==> src/ntm_ctrl_pkg.sv <==
/*
 * Controller definitions for the forget gate.
 * State encoding of the sequencing FSM and the operand phase it serves.
 */

package ntm_ctrl_pkg;

  // One state per operand stream, then activation and handoff
  typedef enum logic [3:0] {
    IDLE,
    LOAD_X,    // fill x buffer
    LOAD_R,    // fill r buffer
    LOAD_H,    // fill h buffer
    ROW_W,     // W(l) . x
    ROW_K,     // K(l) . r
    ROW_U,     // U(l) . h
    BIAS,      // b(l)
    ACTIVATE,  // last row in the logistic stage
    FINISH     // wait for the last output
  } fsm_state_t;

  // Which vector, and which size, the current element stream belongs to
  typedef enum logic [1:0] {PHASE_X, PHASE_R, PHASE_H} operand_phase_t;

endpackage

==> src/ntm_arith_pkg.sv <==
/*
 * Fixed-point definitions for the forget gate datapath.
 * Operands, bias and output are signed Q8.8; the row sum is kept in Q16.16.
 * Import into a module body where these types or constants are needed.
 */

package ntm_arith_pkg;

  ////////////////////////////////////////////////////////////
  // Widths
  ////////////////////////////////////////////////////////////

  localparam int DATA_W    = 16;  // Q8.8 word
  localparam int ACC_W     = 40;  // Q16.16 with headroom for long rows
  localparam int FRAC_BITS = 8;

  typedef logic signed [DATA_W-1:0] data_t;
  typedef logic signed [ACC_W-1:0]  acc_t;

  // Saturation bounds of data_t
  localparam data_t DATA_MAX = 16'sh7fff;
  localparam data_t DATA_MIN = 16'sh8000;

  // Hard sigmoid constants in Q8.8
  localparam data_t LOGISTIC_HALF = 16'sd128;  // 0.5
  localparam data_t LOGISTIC_ONE  = 16'sd256;  // 1.0

endpackage
==> src/ntm_buffer_if.sv <==
/*
 * Link between the controller and one operand vector buffer.
 * The controller writes elements as they arrive and reads them back by index
 * during the row products; read_data follows read_index in the same cycle.
 */

interface ntm_buffer_if #(
  parameter int MAX_SIZE = 8
);
  import ntm_arith_pkg::*;

  localparam int IDX_W = (MAX_SIZE > 1) ? $clog2(MAX_SIZE) : 1;

  logic             write;        // One element per strobe
  logic [IDX_W-1:0] write_index;
  data_t            write_data;
  logic [IDX_W-1:0] read_index;
  data_t            read_data;    // Combinational from read_index

  modport controller(
    output write, write_index, write_data, read_index,
    input  read_data
  );

  modport storage(
    input  write, write_index, write_data, read_index,
    output read_data
  );

endinterface

==> src/ntm_forget_gate_vector.sv <==
/*
 * Forget gate vector f(l) = sigmoid(W(l)x + K(l)r + U(l)h + b(l)), Q8.8.
 * Operands are pulled one element per *_OUT_ENABLE request; each row result
 * appears on F_OUT with F_OUT_ENABLE, READY marks the last row.
 */

module ntm_forget_gate_vector #(
  parameter int  MAX_SIZE = 8,  // Buffer depth and largest vector size
  localparam int SIZE_W   = $clog2(MAX_SIZE + 1)
) (
  input  logic                 CLK,
  input  logic                 RST,
  input  logic                 START,
  output logic                 READY,
  input  logic [SIZE_W-1:0]    SIZE_X_IN,    // Length of x
  input  logic [SIZE_W-1:0]    SIZE_W_IN,    // Length of r
  input  logic [SIZE_W-1:0]    SIZE_L_IN,    // Rows, and length of h
  input  logic                 X_IN_ENABLE,
  input  logic                 R_IN_ENABLE,
  input  logic                 H_IN_ENABLE,
  input  logic                 W_IN_ENABLE,
  input  logic                 K_IN_ENABLE,
  input  logic                 U_IN_ENABLE,
  input  logic                 B_IN_ENABLE,
  output logic                 X_OUT_ENABLE,
  output logic                 R_OUT_ENABLE,
  output logic                 H_OUT_ENABLE,
  output logic                 W_OUT_ENABLE,
  output logic                 K_OUT_ENABLE,
  output logic                 U_OUT_ENABLE,
  output logic                 B_OUT_ENABLE,
  input  ntm_arith_pkg::data_t X_IN,
  input  ntm_arith_pkg::data_t R_IN,
  input  ntm_arith_pkg::data_t H_IN,
  input  ntm_arith_pkg::data_t W_IN,
  input  ntm_arith_pkg::data_t K_IN,
  input  ntm_arith_pkg::data_t U_IN,
  input  ntm_arith_pkg::data_t B_IN,
  output logic                 F_OUT_ENABLE,
  output ntm_arith_pkg::data_t F_OUT
);
  import ntm_arith_pkg::*;

  localparam int IDX_W = (MAX_SIZE > 1) ? $clog2(MAX_SIZE) : 1;

  ////////////////////////////////////////////////////////////
  // Internal wiring
  ////////////////////////////////////////////////////////////

  logic              row_clear, row_step, row_last;
  logic              elem_clear, elem_step, elem_last;
  logic [SIZE_W-1:0] elem_limit;
  logic [IDX_W-1:0]  elem_index;
  logic              acc_clear, mac_enable, bias_enable, activate;
  data_t             coef;
  data_t             element;
  acc_t              acc;

  ntm_buffer_if #(.MAX_SIZE(MAX_SIZE)) x_bus ();
  ntm_buffer_if #(.MAX_SIZE(MAX_SIZE)) r_bus ();
  ntm_buffer_if #(.MAX_SIZE(MAX_SIZE)) h_bus ();

  // Ports share names with the top and the wires above
  ntm_forget_fsm #(.MAX_SIZE(MAX_SIZE)) u_fsm (
    .*,
    .f_valid(F_OUT_ENABLE)
  );

  ntm_index_counter #(.MAX_SIZE(MAX_SIZE)) u_row_counter (
    .CLK  (CLK),
    .RST  (RST),
    .clear(row_clear),
    .step (row_step),
    .limit(SIZE_L_IN),
    .index(),  // Only the last-row flag matters
    .last (row_last)
  );

  ntm_index_counter #(.MAX_SIZE(MAX_SIZE)) u_elem_counter (
    .CLK  (CLK),
    .RST  (RST),
    .clear(elem_clear),
    .step (elem_step),
    .limit(elem_limit),
    .index(elem_index),
    .last (elem_last)
  );

  ntm_vector_buffer #(.MAX_SIZE(MAX_SIZE)) u_x_buffer (.CLK(CLK), .RST(RST), .bus(x_bus));
  ntm_vector_buffer #(.MAX_SIZE(MAX_SIZE)) u_r_buffer (.CLK(CLK), .RST(RST), .bus(r_bus));
  ntm_vector_buffer #(.MAX_SIZE(MAX_SIZE)) u_h_buffer (.CLK(CLK), .RST(RST), .bus(h_bus));

  ntm_dot_accumulator u_accumulator (
    .CLK        (CLK),
    .RST        (RST),
    .acc_clear  (acc_clear),
    .mac_enable (mac_enable),
    .bias_enable(bias_enable),
    .coef       (coef),
    .element    (element),
    .acc        (acc)
  );

  ntm_vector_logistic u_logistic (
    .CLK     (CLK),
    .RST     (RST),
    .activate(activate),
    .acc     (acc),
    .F_OUT   (F_OUT),
    .f_valid (F_OUT_ENABLE)
  );

endmodule

==> src/ntm_forget_fsm.sv <==
/*
 * Sequencer of the forget gate. Pulls x, r and h into the buffers, then for
 * each row pulls W, K, U and b, feeding the accumulator one term per answer.
 * Requests are registered one-cycle strobes; at most one is outstanding.
 */

module ntm_forget_fsm #(
  parameter int  MAX_SIZE = 8,
  localparam int SIZE_W   = $clog2(MAX_SIZE + 1),
  localparam int IDX_W    = (MAX_SIZE > 1) ? $clog2(MAX_SIZE) : 1
) (
  input  logic                 CLK,
  input  logic                 RST,
  input  logic                 START,
  output logic                 READY,
  input  logic [SIZE_W-1:0]    SIZE_X_IN,
  input  logic [SIZE_W-1:0]    SIZE_W_IN,
  input  logic [SIZE_W-1:0]    SIZE_L_IN,
  input  logic                 X_IN_ENABLE,
  input  logic                 R_IN_ENABLE,
  input  logic                 H_IN_ENABLE,
  input  logic                 W_IN_ENABLE,
  input  logic                 K_IN_ENABLE,
  input  logic                 U_IN_ENABLE,
  input  logic                 B_IN_ENABLE,
  output logic                 X_OUT_ENABLE,
  output logic                 R_OUT_ENABLE,
  output logic                 H_OUT_ENABLE,
  output logic                 W_OUT_ENABLE,
  output logic                 K_OUT_ENABLE,
  output logic                 U_OUT_ENABLE,
  output logic                 B_OUT_ENABLE,
  input  ntm_arith_pkg::data_t X_IN,
  input  ntm_arith_pkg::data_t R_IN,
  input  ntm_arith_pkg::data_t H_IN,
  input  ntm_arith_pkg::data_t W_IN,
  input  ntm_arith_pkg::data_t K_IN,
  input  ntm_arith_pkg::data_t U_IN,
  input  ntm_arith_pkg::data_t B_IN,
  input  logic                 row_last,
  input  logic                 elem_last,
  input  logic [IDX_W-1:0]     elem_index,
  input  logic                 f_valid,     // Logistic output strobe
  output logic                 row_clear,
  output logic                 row_step,
  output logic                 elem_clear,
  output logic                 elem_step,
  output logic [SIZE_W-1:0]    elem_limit,  // Length of the current stream
  output logic                 acc_clear,
  output logic                 mac_enable,
  output logic                 bias_enable,
  output ntm_arith_pkg::data_t coef,
  output ntm_arith_pkg::data_t element,
  output logic                 activate,
  ntm_buffer_if.controller     x_bus,
  ntm_buffer_if.controller     r_bus,
  ntm_buffer_if.controller     h_bus
);
  import ntm_ctrl_pkg::*;

  fsm_state_t     state;
  fsm_state_t     after_elem;  // Successor once a stream is done
  operand_phase_t phase;
  logic           req_q;       // Request pending for the current state
  logic           act_q;       // Bias just landed, run the logistic
  logic           answer;

  ////////////////////////////////////////////////////////////
  // Stream decode
  ////////////////////////////////////////////////////////////

  always_comb begin
    case (state)
      LOAD_X, ROW_W: phase = PHASE_X;
      LOAD_R, ROW_K: phase = PHASE_R;
      default:       phase = PHASE_H;
    endcase
    case (phase)
      PHASE_X: elem_limit = SIZE_X_IN;
      PHASE_R: elem_limit = SIZE_W_IN;  // r has one word per memory column
      default: elem_limit = SIZE_L_IN;
    endcase
  end

  always_comb begin
    case (state)  // Only the stream we asked for counts as an answer
      LOAD_X:  answer = X_IN_ENABLE;
      LOAD_R:  answer = R_IN_ENABLE;
      LOAD_H:  answer = H_IN_ENABLE;
      ROW_W:   answer = W_IN_ENABLE;
      ROW_K:   answer = K_IN_ENABLE;
      ROW_U:   answer = U_IN_ENABLE;
      BIAS:    answer = B_IN_ENABLE;
      default: answer = 1'b0;
    endcase
    case (state)
      LOAD_X:  after_elem = LOAD_R;
      LOAD_R:  after_elem = LOAD_H;
      LOAD_H:  after_elem = ROW_W;
      ROW_W:   after_elem = ROW_K;
      ROW_K:   after_elem = ROW_U;
      default: after_elem = BIAS;
    endcase
  end

  // Coefficient straight from the input, element from the matching buffer
  always_comb begin
    case (state)
      ROW_W:   coef = W_IN;
      ROW_K:   coef = K_IN;
      ROW_U:   coef = U_IN;
      default: coef = B_IN;  // Bias rides the coef lane
    endcase
    case (phase)
      PHASE_X: element = x_bus.read_data;
      PHASE_R: element = r_bus.read_data;
      default: element = h_bus.read_data;
    endcase
  end

  ////////////////////////////////////////////////////////////
  // Strobes
  ////////////////////////////////////////////////////////////

  assign X_OUT_ENABLE = req_q & (state == LOAD_X);
  assign R_OUT_ENABLE = req_q & (state == LOAD_R);
  assign H_OUT_ENABLE = req_q & (state == LOAD_H);
  assign W_OUT_ENABLE = req_q & (state == ROW_W);
  assign K_OUT_ENABLE = req_q & (state == ROW_K);
  assign U_OUT_ENABLE = req_q & (state == ROW_U);
  assign B_OUT_ENABLE = req_q & (state == BIAS);

  assign mac_enable  = answer & (state inside {ROW_W, ROW_K, ROW_U});
  assign bias_enable = answer & (state == BIAS);
  assign elem_step   = answer & (state != BIAS);
  assign elem_clear  = (state == IDLE) | (elem_step & elem_last);  // Wrap per stream
  assign row_clear   = (state == IDLE);
  assign row_step    = bias_enable & ~row_last;
  assign acc_clear   = (state == IDLE) | act_q;  // Logistic samples acc this same edge
  assign activate    = act_q;
  assign READY       = (state == FINISH) & f_valid;  // Coincides with last F_OUT_ENABLE

  // Buffer fill, index shared with the row read-back
  assign x_bus.write       = answer & (state == LOAD_X);
  assign x_bus.write_index = elem_index;
  assign x_bus.write_data  = X_IN;
  assign x_bus.read_index  = elem_index;
  assign r_bus.write       = answer & (state == LOAD_R);
  assign r_bus.write_index = elem_index;
  assign r_bus.write_data  = R_IN;
  assign r_bus.read_index  = elem_index;
  assign h_bus.write       = answer & (state == LOAD_H);
  assign h_bus.write_index = elem_index;
  assign h_bus.write_data  = H_IN;
  assign h_bus.read_index  = elem_index;

  ////////////////////////////////////////////////////////////
  // State register
  ////////////////////////////////////////////////////////////

  always_ff @(posedge CLK or posedge RST) begin
    if (RST) begin
      state <= IDLE;
      req_q <= 1'b0;
      act_q <= 1'b0;
    end else begin
      req_q <= 1'b0;  // Strobes last one cycle
      act_q <= 1'b0;
      case (state)
        IDLE: begin
          if (START) begin
            state <= LOAD_X;
            req_q <= 1'b1;
          end
        end
        LOAD_X, LOAD_R, LOAD_H, ROW_W, ROW_K, ROW_U: begin
          if (answer) begin
            req_q <= 1'b1;  // Next element, or first of the next stream
            if (elem_last) state <= after_elem;
          end
        end
        BIAS: begin
          if (answer) begin
            act_q <= 1'b1;
            if (row_last) begin
              state <= ACTIVATE;
            end else begin
              state <= ROW_W;  // Next row overlaps the activation
              req_q <= 1'b1;
            end
          end
        end
        ACTIVATE: state <= FINISH;
        FINISH:   if (f_valid) state <= IDLE;
        default:  state <= IDLE;
      endcase
    end
  end

endmodule

==> src/ntm_vector_logistic.sv <==
/*
 * Hard sigmoid stage. Brings the Q16.16 row sum back to Q8.8 with
 * saturation, computes z/4 + 1/2 clamped to [0, 1] and registers it.
 * One cycle from activate to f_valid.
 */

module ntm_vector_logistic (
  input  logic                 CLK,
  input  logic                 RST,
  input  logic                 activate,
  input  ntm_arith_pkg::acc_t  acc,
  output ntm_arith_pkg::data_t F_OUT,
  output logic                 f_valid   // One-cycle result strobe
);
  import ntm_arith_pkg::*;

  acc_t  scaled;
  data_t z;
  data_t slope;  // Linear part of the sigmoid
  data_t f_next;

  assign scaled = acc >>> FRAC_BITS;

  always_comb begin
    if (scaled > acc_t'(DATA_MAX)) z = DATA_MAX;
    else if (scaled < acc_t'(DATA_MIN)) z = DATA_MIN;
    else z = data_t'(scaled);
  end

  assign slope = (z >>> 2) + LOGISTIC_HALF;  // Cannot overflow after the shift

  always_comb begin
    if (slope < 0) f_next = '0;
    else if (slope > LOGISTIC_ONE) f_next = LOGISTIC_ONE;
    else f_next = slope;
  end

  always_ff @(posedge CLK or posedge RST) begin
    if (RST) f_valid <= 1'b0;
    else f_valid <= activate;
  end

  always_ff @(posedge CLK) begin
    if (activate) F_OUT <= f_next;  // Holds until the next row
  end

endmodule

==> src/ntm_dot_accumulator.sv <==
/*
 * Row accumulator of the forget gate.
 * Adds coef * element for each W, K and U term and the bias aligned to
 * Q16.16, one term per enable. acc_clear starts the next row.
 */

module ntm_dot_accumulator (
  input  logic                 CLK,
  input  logic                 RST,
  input  logic                 acc_clear,
  input  logic                 mac_enable,
  input  logic                 bias_enable,
  input  ntm_arith_pkg::data_t coef,     // Weight, or bias when bias_enable
  input  ntm_arith_pkg::data_t element,
  output ntm_arith_pkg::acc_t  acc       // Q16.16 row sum
);
  import ntm_arith_pkg::*;

  logic signed [2*DATA_W-1:0] product;  // Q16.16, exact
  acc_t                       term;

  assign product = coef * element;

  always_comb begin
    if (bias_enable) begin
      term = acc_t'(coef) <<< FRAC_BITS;  // Q8.8 up to Q16.16
    end else begin
      term = acc_t'(product);  // Sign extended
    end
  end

  always_ff @(posedge CLK or posedge RST) begin
    if (RST) begin
      acc <= '0;
    end else if (acc_clear) begin
      acc <= '0;
    end else if (mac_enable | bias_enable) begin
      acc <= acc + term;
    end
  end

endmodule

==> src/ntm_vector_buffer.sv <==
/*
 * Operand vector store for x, r or h.
 * Written one element per strobe while the vector streams in, then read
 * back asynchronously by index once per row.
 */

module ntm_vector_buffer #(
  parameter int MAX_SIZE = 8
) (
  input logic          CLK,
  input logic          RST,
  ntm_buffer_if.storage bus
);
  import ntm_arith_pkg::*;

  data_t mem [MAX_SIZE];  // One word per element

  always_ff @(posedge CLK or posedge RST) begin
    if (RST) begin
      for (int i = 0; i < MAX_SIZE; i++) begin
        mem[i] <= '0;
      end
    end else if (bus.write) begin
      mem[bus.write_index] <= bus.write_data;
    end
  end

  // Asynchronous read, element ready in the answer cycle
  assign bus.read_data = mem[bus.read_index];

endmodule

==> src/ntm_index_counter.sv <==
/*
 * Index counter for rows or vector elements.
 * Steps from 0, flags the final index of a run of limit entries,
 * and returns to 0 on clear.
 */

module ntm_index_counter #(
  parameter int  MAX_SIZE = 8,
  localparam int SIZE_W   = $clog2(MAX_SIZE + 1),
  localparam int IDX_W    = (MAX_SIZE > 1) ? $clog2(MAX_SIZE) : 1
) (
  input  logic              CLK,
  input  logic              RST,
  input  logic              clear,  // Wins over step
  input  logic              step,
  input  logic [SIZE_W-1:0] limit,  // Run length, 1 to MAX_SIZE
  output logic [IDX_W-1:0]  index,
  output logic              last
);

  always_ff @(posedge CLK or posedge RST) begin
    if (RST) begin
      index <= '0;
    end else if (clear) begin
      index <= '0;
    end else if (step) begin
      index <= index + IDX_W'(1);
    end
  end

  // Widen index to the size range before comparing
  assign last = (SIZE_W'(index) == limit - SIZE_W'(1));

endmodule

==> config.mk <==
export PLATFORM = sky130hd
export DESIGN_NAME = ntm_forget_gate_vector
export DESIGN_NICKNAME = d
export VERILOG_FILES = /design/src/ntm_ctrl_pkg.sv /design/src/ntm_arith_pkg.sv /design/src/ntm_buffer_if.sv /design/src/ntm_forget_gate_vector.sv /design/src/ntm_forget_fsm.sv /design/src/ntm_vector_logistic.sv /design/src/ntm_dot_accumulator.sv /design/src/ntm_vector_buffer.sv /design/src/ntm_index_counter.sv
export SDC_FILE = /design/constraint.sdc
export NUM_CORES = 2
export LEC_CHECK = 0
export ABC_AREA = 1
export BUFFER_PORTS_ARGS = -buffer_cell sky130_fd_sc_hd__buf_2
export CORE_MARGIN = 2
export CORE_UTILIZATION = 40
export DETAILED_ROUTE_END_ITERATION = 8
export HOLD_SLACK_MARGIN = 0.06
export PLACE_DENSITY = 0.53
export SETUP_SLACK_MARGIN = 0.3
export SYNTH_ARGS = -nofsm -noshare
export SYNTH_HDL_FRONTEND = slang
export SYNTH_SLANG_ARGS = --single-unit
==> constraint.sdc <==
create_clock -name CLK -period 28.4 [get_ports CLK]
set_clock_uncertainty 0.1 [all_clocks]
set_input_delay 5.68 -clock CLK [delete_from_list [all_inputs] [get_ports CLK]]
set_output_delay 5.68 -clock CLK [all_outputs]
set_load 0.02 [all_outputs]
==> out/metrics.csv <==
stage,metric,value,unit
route,WL per Instance,19.8,µm
critical_path,worst r2r path cells,37,
global_route,grt ovf,0,
place,post-DP HPWL,77900,µm
place,Port Buffers,158,
global_route,global-route wire length before repair,169000,µm
timing,RSZ-0062 raised after global routing,false,
synth,sequential share of the synthesized area,0.337,
cts,TritonCTS clock tree,yes,
die,num rows,106,
finish,Filler cells,8567,
cts,"CTS clk-pin slew, worst paths",60,ps
pwr,clock group share of total power,0.271,
die,I/O pins,159,
timing,Final min period,13670,ps
synth,Synth Warn #,0,
critical_path,worst setup path start,W_IN[8],
synth,Synth Area per Inst,8.06,µm²
finish,nets@finish,4822,
global_route,vias in the first global route,28400,
route,WL final,108000,µm
global_route,initial antenna violation count,8,
finish,ratio of cells with drive above 1 in the final layout,0.0918,
route,drt pass-1 iters,6,
pwr,Max rail drop VDD,0.0586,mV
critical_path,crit path DAT,14070,ps
finish,multi-input logic area,19200,µm²
cts,clock buffer depth,3,
critical_path,Worst R2R Start,u_elem_counter.index[0],
critical_path,Worst Setup EP,u_accumulator.acc[37],
finish,Util after Layout,0.447,
finish,most frequent cells in the layout,"942 x nand2_1, 615 x inv_1, 438 x o21ai_0",
synth,Async SR Flop Fraction,0.967,
timing,Tcrit/Tclk final,0.481,
pwr,Pleak,0.0185,µW
pwr,internal power contribution,1480,µW
route,post-route ant nets,0,
pwr,Tot Pwr,2610,µW
global_route,Tot GR Track Use,0.254,
min_path,HP Class,reg2reg,
timing,Hold WS,383,ps
route,DRT iter0 DRCs,2310,
critical_path,flop2flop setup slack,16730,ps
pwr,switching part of the total power,0.435,
die,starting density of the core,0.404,
timing,final setup fails,0,
pwr,Cell Pwr Density,69.9,nW/µm²
critical_path,Crit. End Element,register,
place,GP Congestion,0.905,
synth,dominant synthesized flop cell,dfrtp_1,
timing,"Hold Violations, Final",0,
finish,Layout Cells excl Fill,5471,
pwr,sequential fraction of design power,0.270,
cts,H-tree lvl count,2,
cts,CTS Root Cell,clkbuf_16,
timing,slew margin rel.,0.200,
place,DP Cell Count,5375,
finish,register area,11400,µm²
pwr,Comb power frac,0.459,
cts,Resized cells post-CTS,0,
job,max_cap viols,0,
critical_path,top fanout value on the critical path,10,
critical_path,CP max stage cell,o22ai_2,
die,Die Wd,295,µm
route,via/cell ratio,5.19,
cts,Post-CTS Setup Inserts,0,
finish,"most common cell after layout, fill and taps aside",nand2_1,
cts,hold_buf cts,0,
critical_path,CP Launch Type,input pin,
pwr,Psw,1140,µW
synth,Synth cell types,70,
cts,clk_lat worst skew,660,ps
synth,number of synthesized register bits,452,
critical_path,biggest cell delay along the critical path,580,ps
outcome,status,"complete, no violations",
die,Die Height,295,µm
synth,Synth Instances,4195,
cts,clock sink count,452,
critical_path,critical path class,in2reg,
timing,total negative slack,0,ps
cts,CTS buffer count,53,
die,core area,83700,µm²
global_route,pin count of the biggest net entering global routing,114,
timing,max-slew violations,0,
critical_path,r2r endpoint,u_accumulator.acc[37],
timing,maximum clock frequency,0.0732,GHz
critical_path,required time of the critical path,28800,ps
synth,area of the mapped netlist,33800,µm²
timing,Worst Max-Slew Pin Slew,1200,ps
die,die area,86900,µm²
route,DRC,0,
finish,synthesis-to-layout area growth,10.6,%
route,DR vias,28400,
synth,"EDFF count, synth",15,
[power by group through the flow]
stage / Combinational, µW / Sequential (µW) / Clock (µW)
2_1_floorplan: 861 / 708 / 0
3_3_place_gp: 1190 / 717 / 0
3_5_place_dp: 1180 / 717 / 0
4_1_cts: 1190 / 706 / 722
5_1_grt: 1360 / 710 / 748
6_report: 1200 / 706 / 707
[flip-flops by register name, indices dropped and copies added (netlist names)]
signal and count:
u_elem_counter.index 3, u_fsm.req_q 1, u_logistic.F_OUT 15, u_x_buffer.mem 128
u_accumulator.acc 40, u_h_buffer.mem 128, u_row_counter.index 3, u_fsm.state 4
u_r_buffer.mem 128, u_logistic.f_valid 1, u_fsm.activate 1
[final cells by class]
class                           instances  share of cell area
Clock inverter                         19             0.00743
Tap cell                             1134              0.0379
Timing Repair Buffer                  202              0.0300
Inverter                              644              0.0651
Clock buffer                           76              0.0410
Antenna cell                            1           0.0000669
Sequential cell                       452               0.304
Multi-Input combinational cell       2943               0.514
[per-stage QoR]
| stage | area, µm² | setup WS [ps] |
|---|---|---|
| 4_1_cts | 37400 | 14920 |
| 3_5_place_dp | 35600 | 14300 |
| 2_1_floorplan | 33800 | 10450 |
| 6_report | 37400 | 14730 |
| 3_3_place_gp | 35600 | 14230 |
| 5_1_grt | 37400 | 14430 |
[critical path: cells and delay by family]
kind                       cells  cell delay (ps)
AOI/OAI and AO/OA              9             2080
buffers and inverters          7              830
and+or+nand+nor               10             1720
adders and majority gates      8             3750
[logic make-up after synthesis]
group | after synthesis | synth area share
AOI/OAI and AO/OA | 836 | 0.145
xor gates and xnor gates | 37 | 0.00958
adders and majority gates | 392 | 0.204
buffers and inverters | 805 | 0.0971
DFF | 452 | 0.337
muxes | 10 | 0.00296
other | 1 | 0.000111
and+or+nand+nor | 1662 | 0.205
[worst min-delay path by stage]
stage	start	end	slack, ps	cells past startpoint
2_1_floorplan	u_h_buffer.mem[66]	u_h_buffer.mem[66]	350	2
5_1_grt	u_x_buffer.mem[64]	u_x_buffer.mem[64]	400	2
6_report	u_x_buffer.mem[76]	u_x_buffer.mem[76]	380	2
4_1_cts	u_x_buffer.mem[75]	u_x_buffer.mem[75]	380	2
3_3_place_gp	u_x_buffer.mem[75]	u_x_buffer.mem[75]	360	2
3_5_place_dp	u_x_buffer.mem[75]	u_x_buffer.mem[75]	370	2
[synth_stat cells (4+ instances only)]
cell	count	area share
o21bai_1	15	0.0033
nand4_1	61	0.011
o22ai_1	102	0.019
nand3b_1	6	0.0013
o41ai_4	5	0.0041
nor2_2	14	0.0026
clkbuf_1	70	0.0078
nor2_4	4	0.0013
xor2_1	17	0.0044
o21a_1	10	0.0022
nand2_4	4	0.0013
buf_4	24	0.0053
ha_1	128	0.047
o2111ai_1	7	0.0018
a21o_1	5	0.0011
nand2_1	942	0.10
o21ai_1	5	0.00074
nand3_1	127	0.019
xnor2_1	20	0.0052
edfxtp_1	15	0.013
mux2i_1	10	0.0030
a22oi_1	9	0.0020
clkinv_1	5	0.00055
or2_2	6	0.0011
inv_1	616	0.068
o21ai_2	4	0.0010
a221oi_1	17	0.0044
a21boi_0	6	0.0013
fa_1	264	0.16
nor4_1	7	0.0013
dfrtp_1	437	0.32
buf_6	11	0.0037
buf_2	54	0.0080
a21oi_1	160	0.024
a31oi_1	4	0.00074
o41ai_2	8	0.0038
nor2_1	438	0.049
o211ai_1	4	0.00089
nor3_1	20	0.0030
o21ai_0	438	0.065
inv_2	20	0.0022
nand3_2	7	0.0021
a22o_1	15	0.0039
nand2_2	10	0.0018
[layer usage]
| layer | track usage | wire length, µm | up-vias |
|---|---|---|---|
| li1 | - | - | 13700 |
| met2 | 0.400 | 48300 | 799 |
| met4 | 0.0575 | 2300 | 14 |
| met5 | 0 | 83 | - |
| met1 | 0.371 | 51500 | 13800 |
| met3 | 0.0333 | 5920 | 152 |
Note: power is estimated with default switching activity, not from simulation.
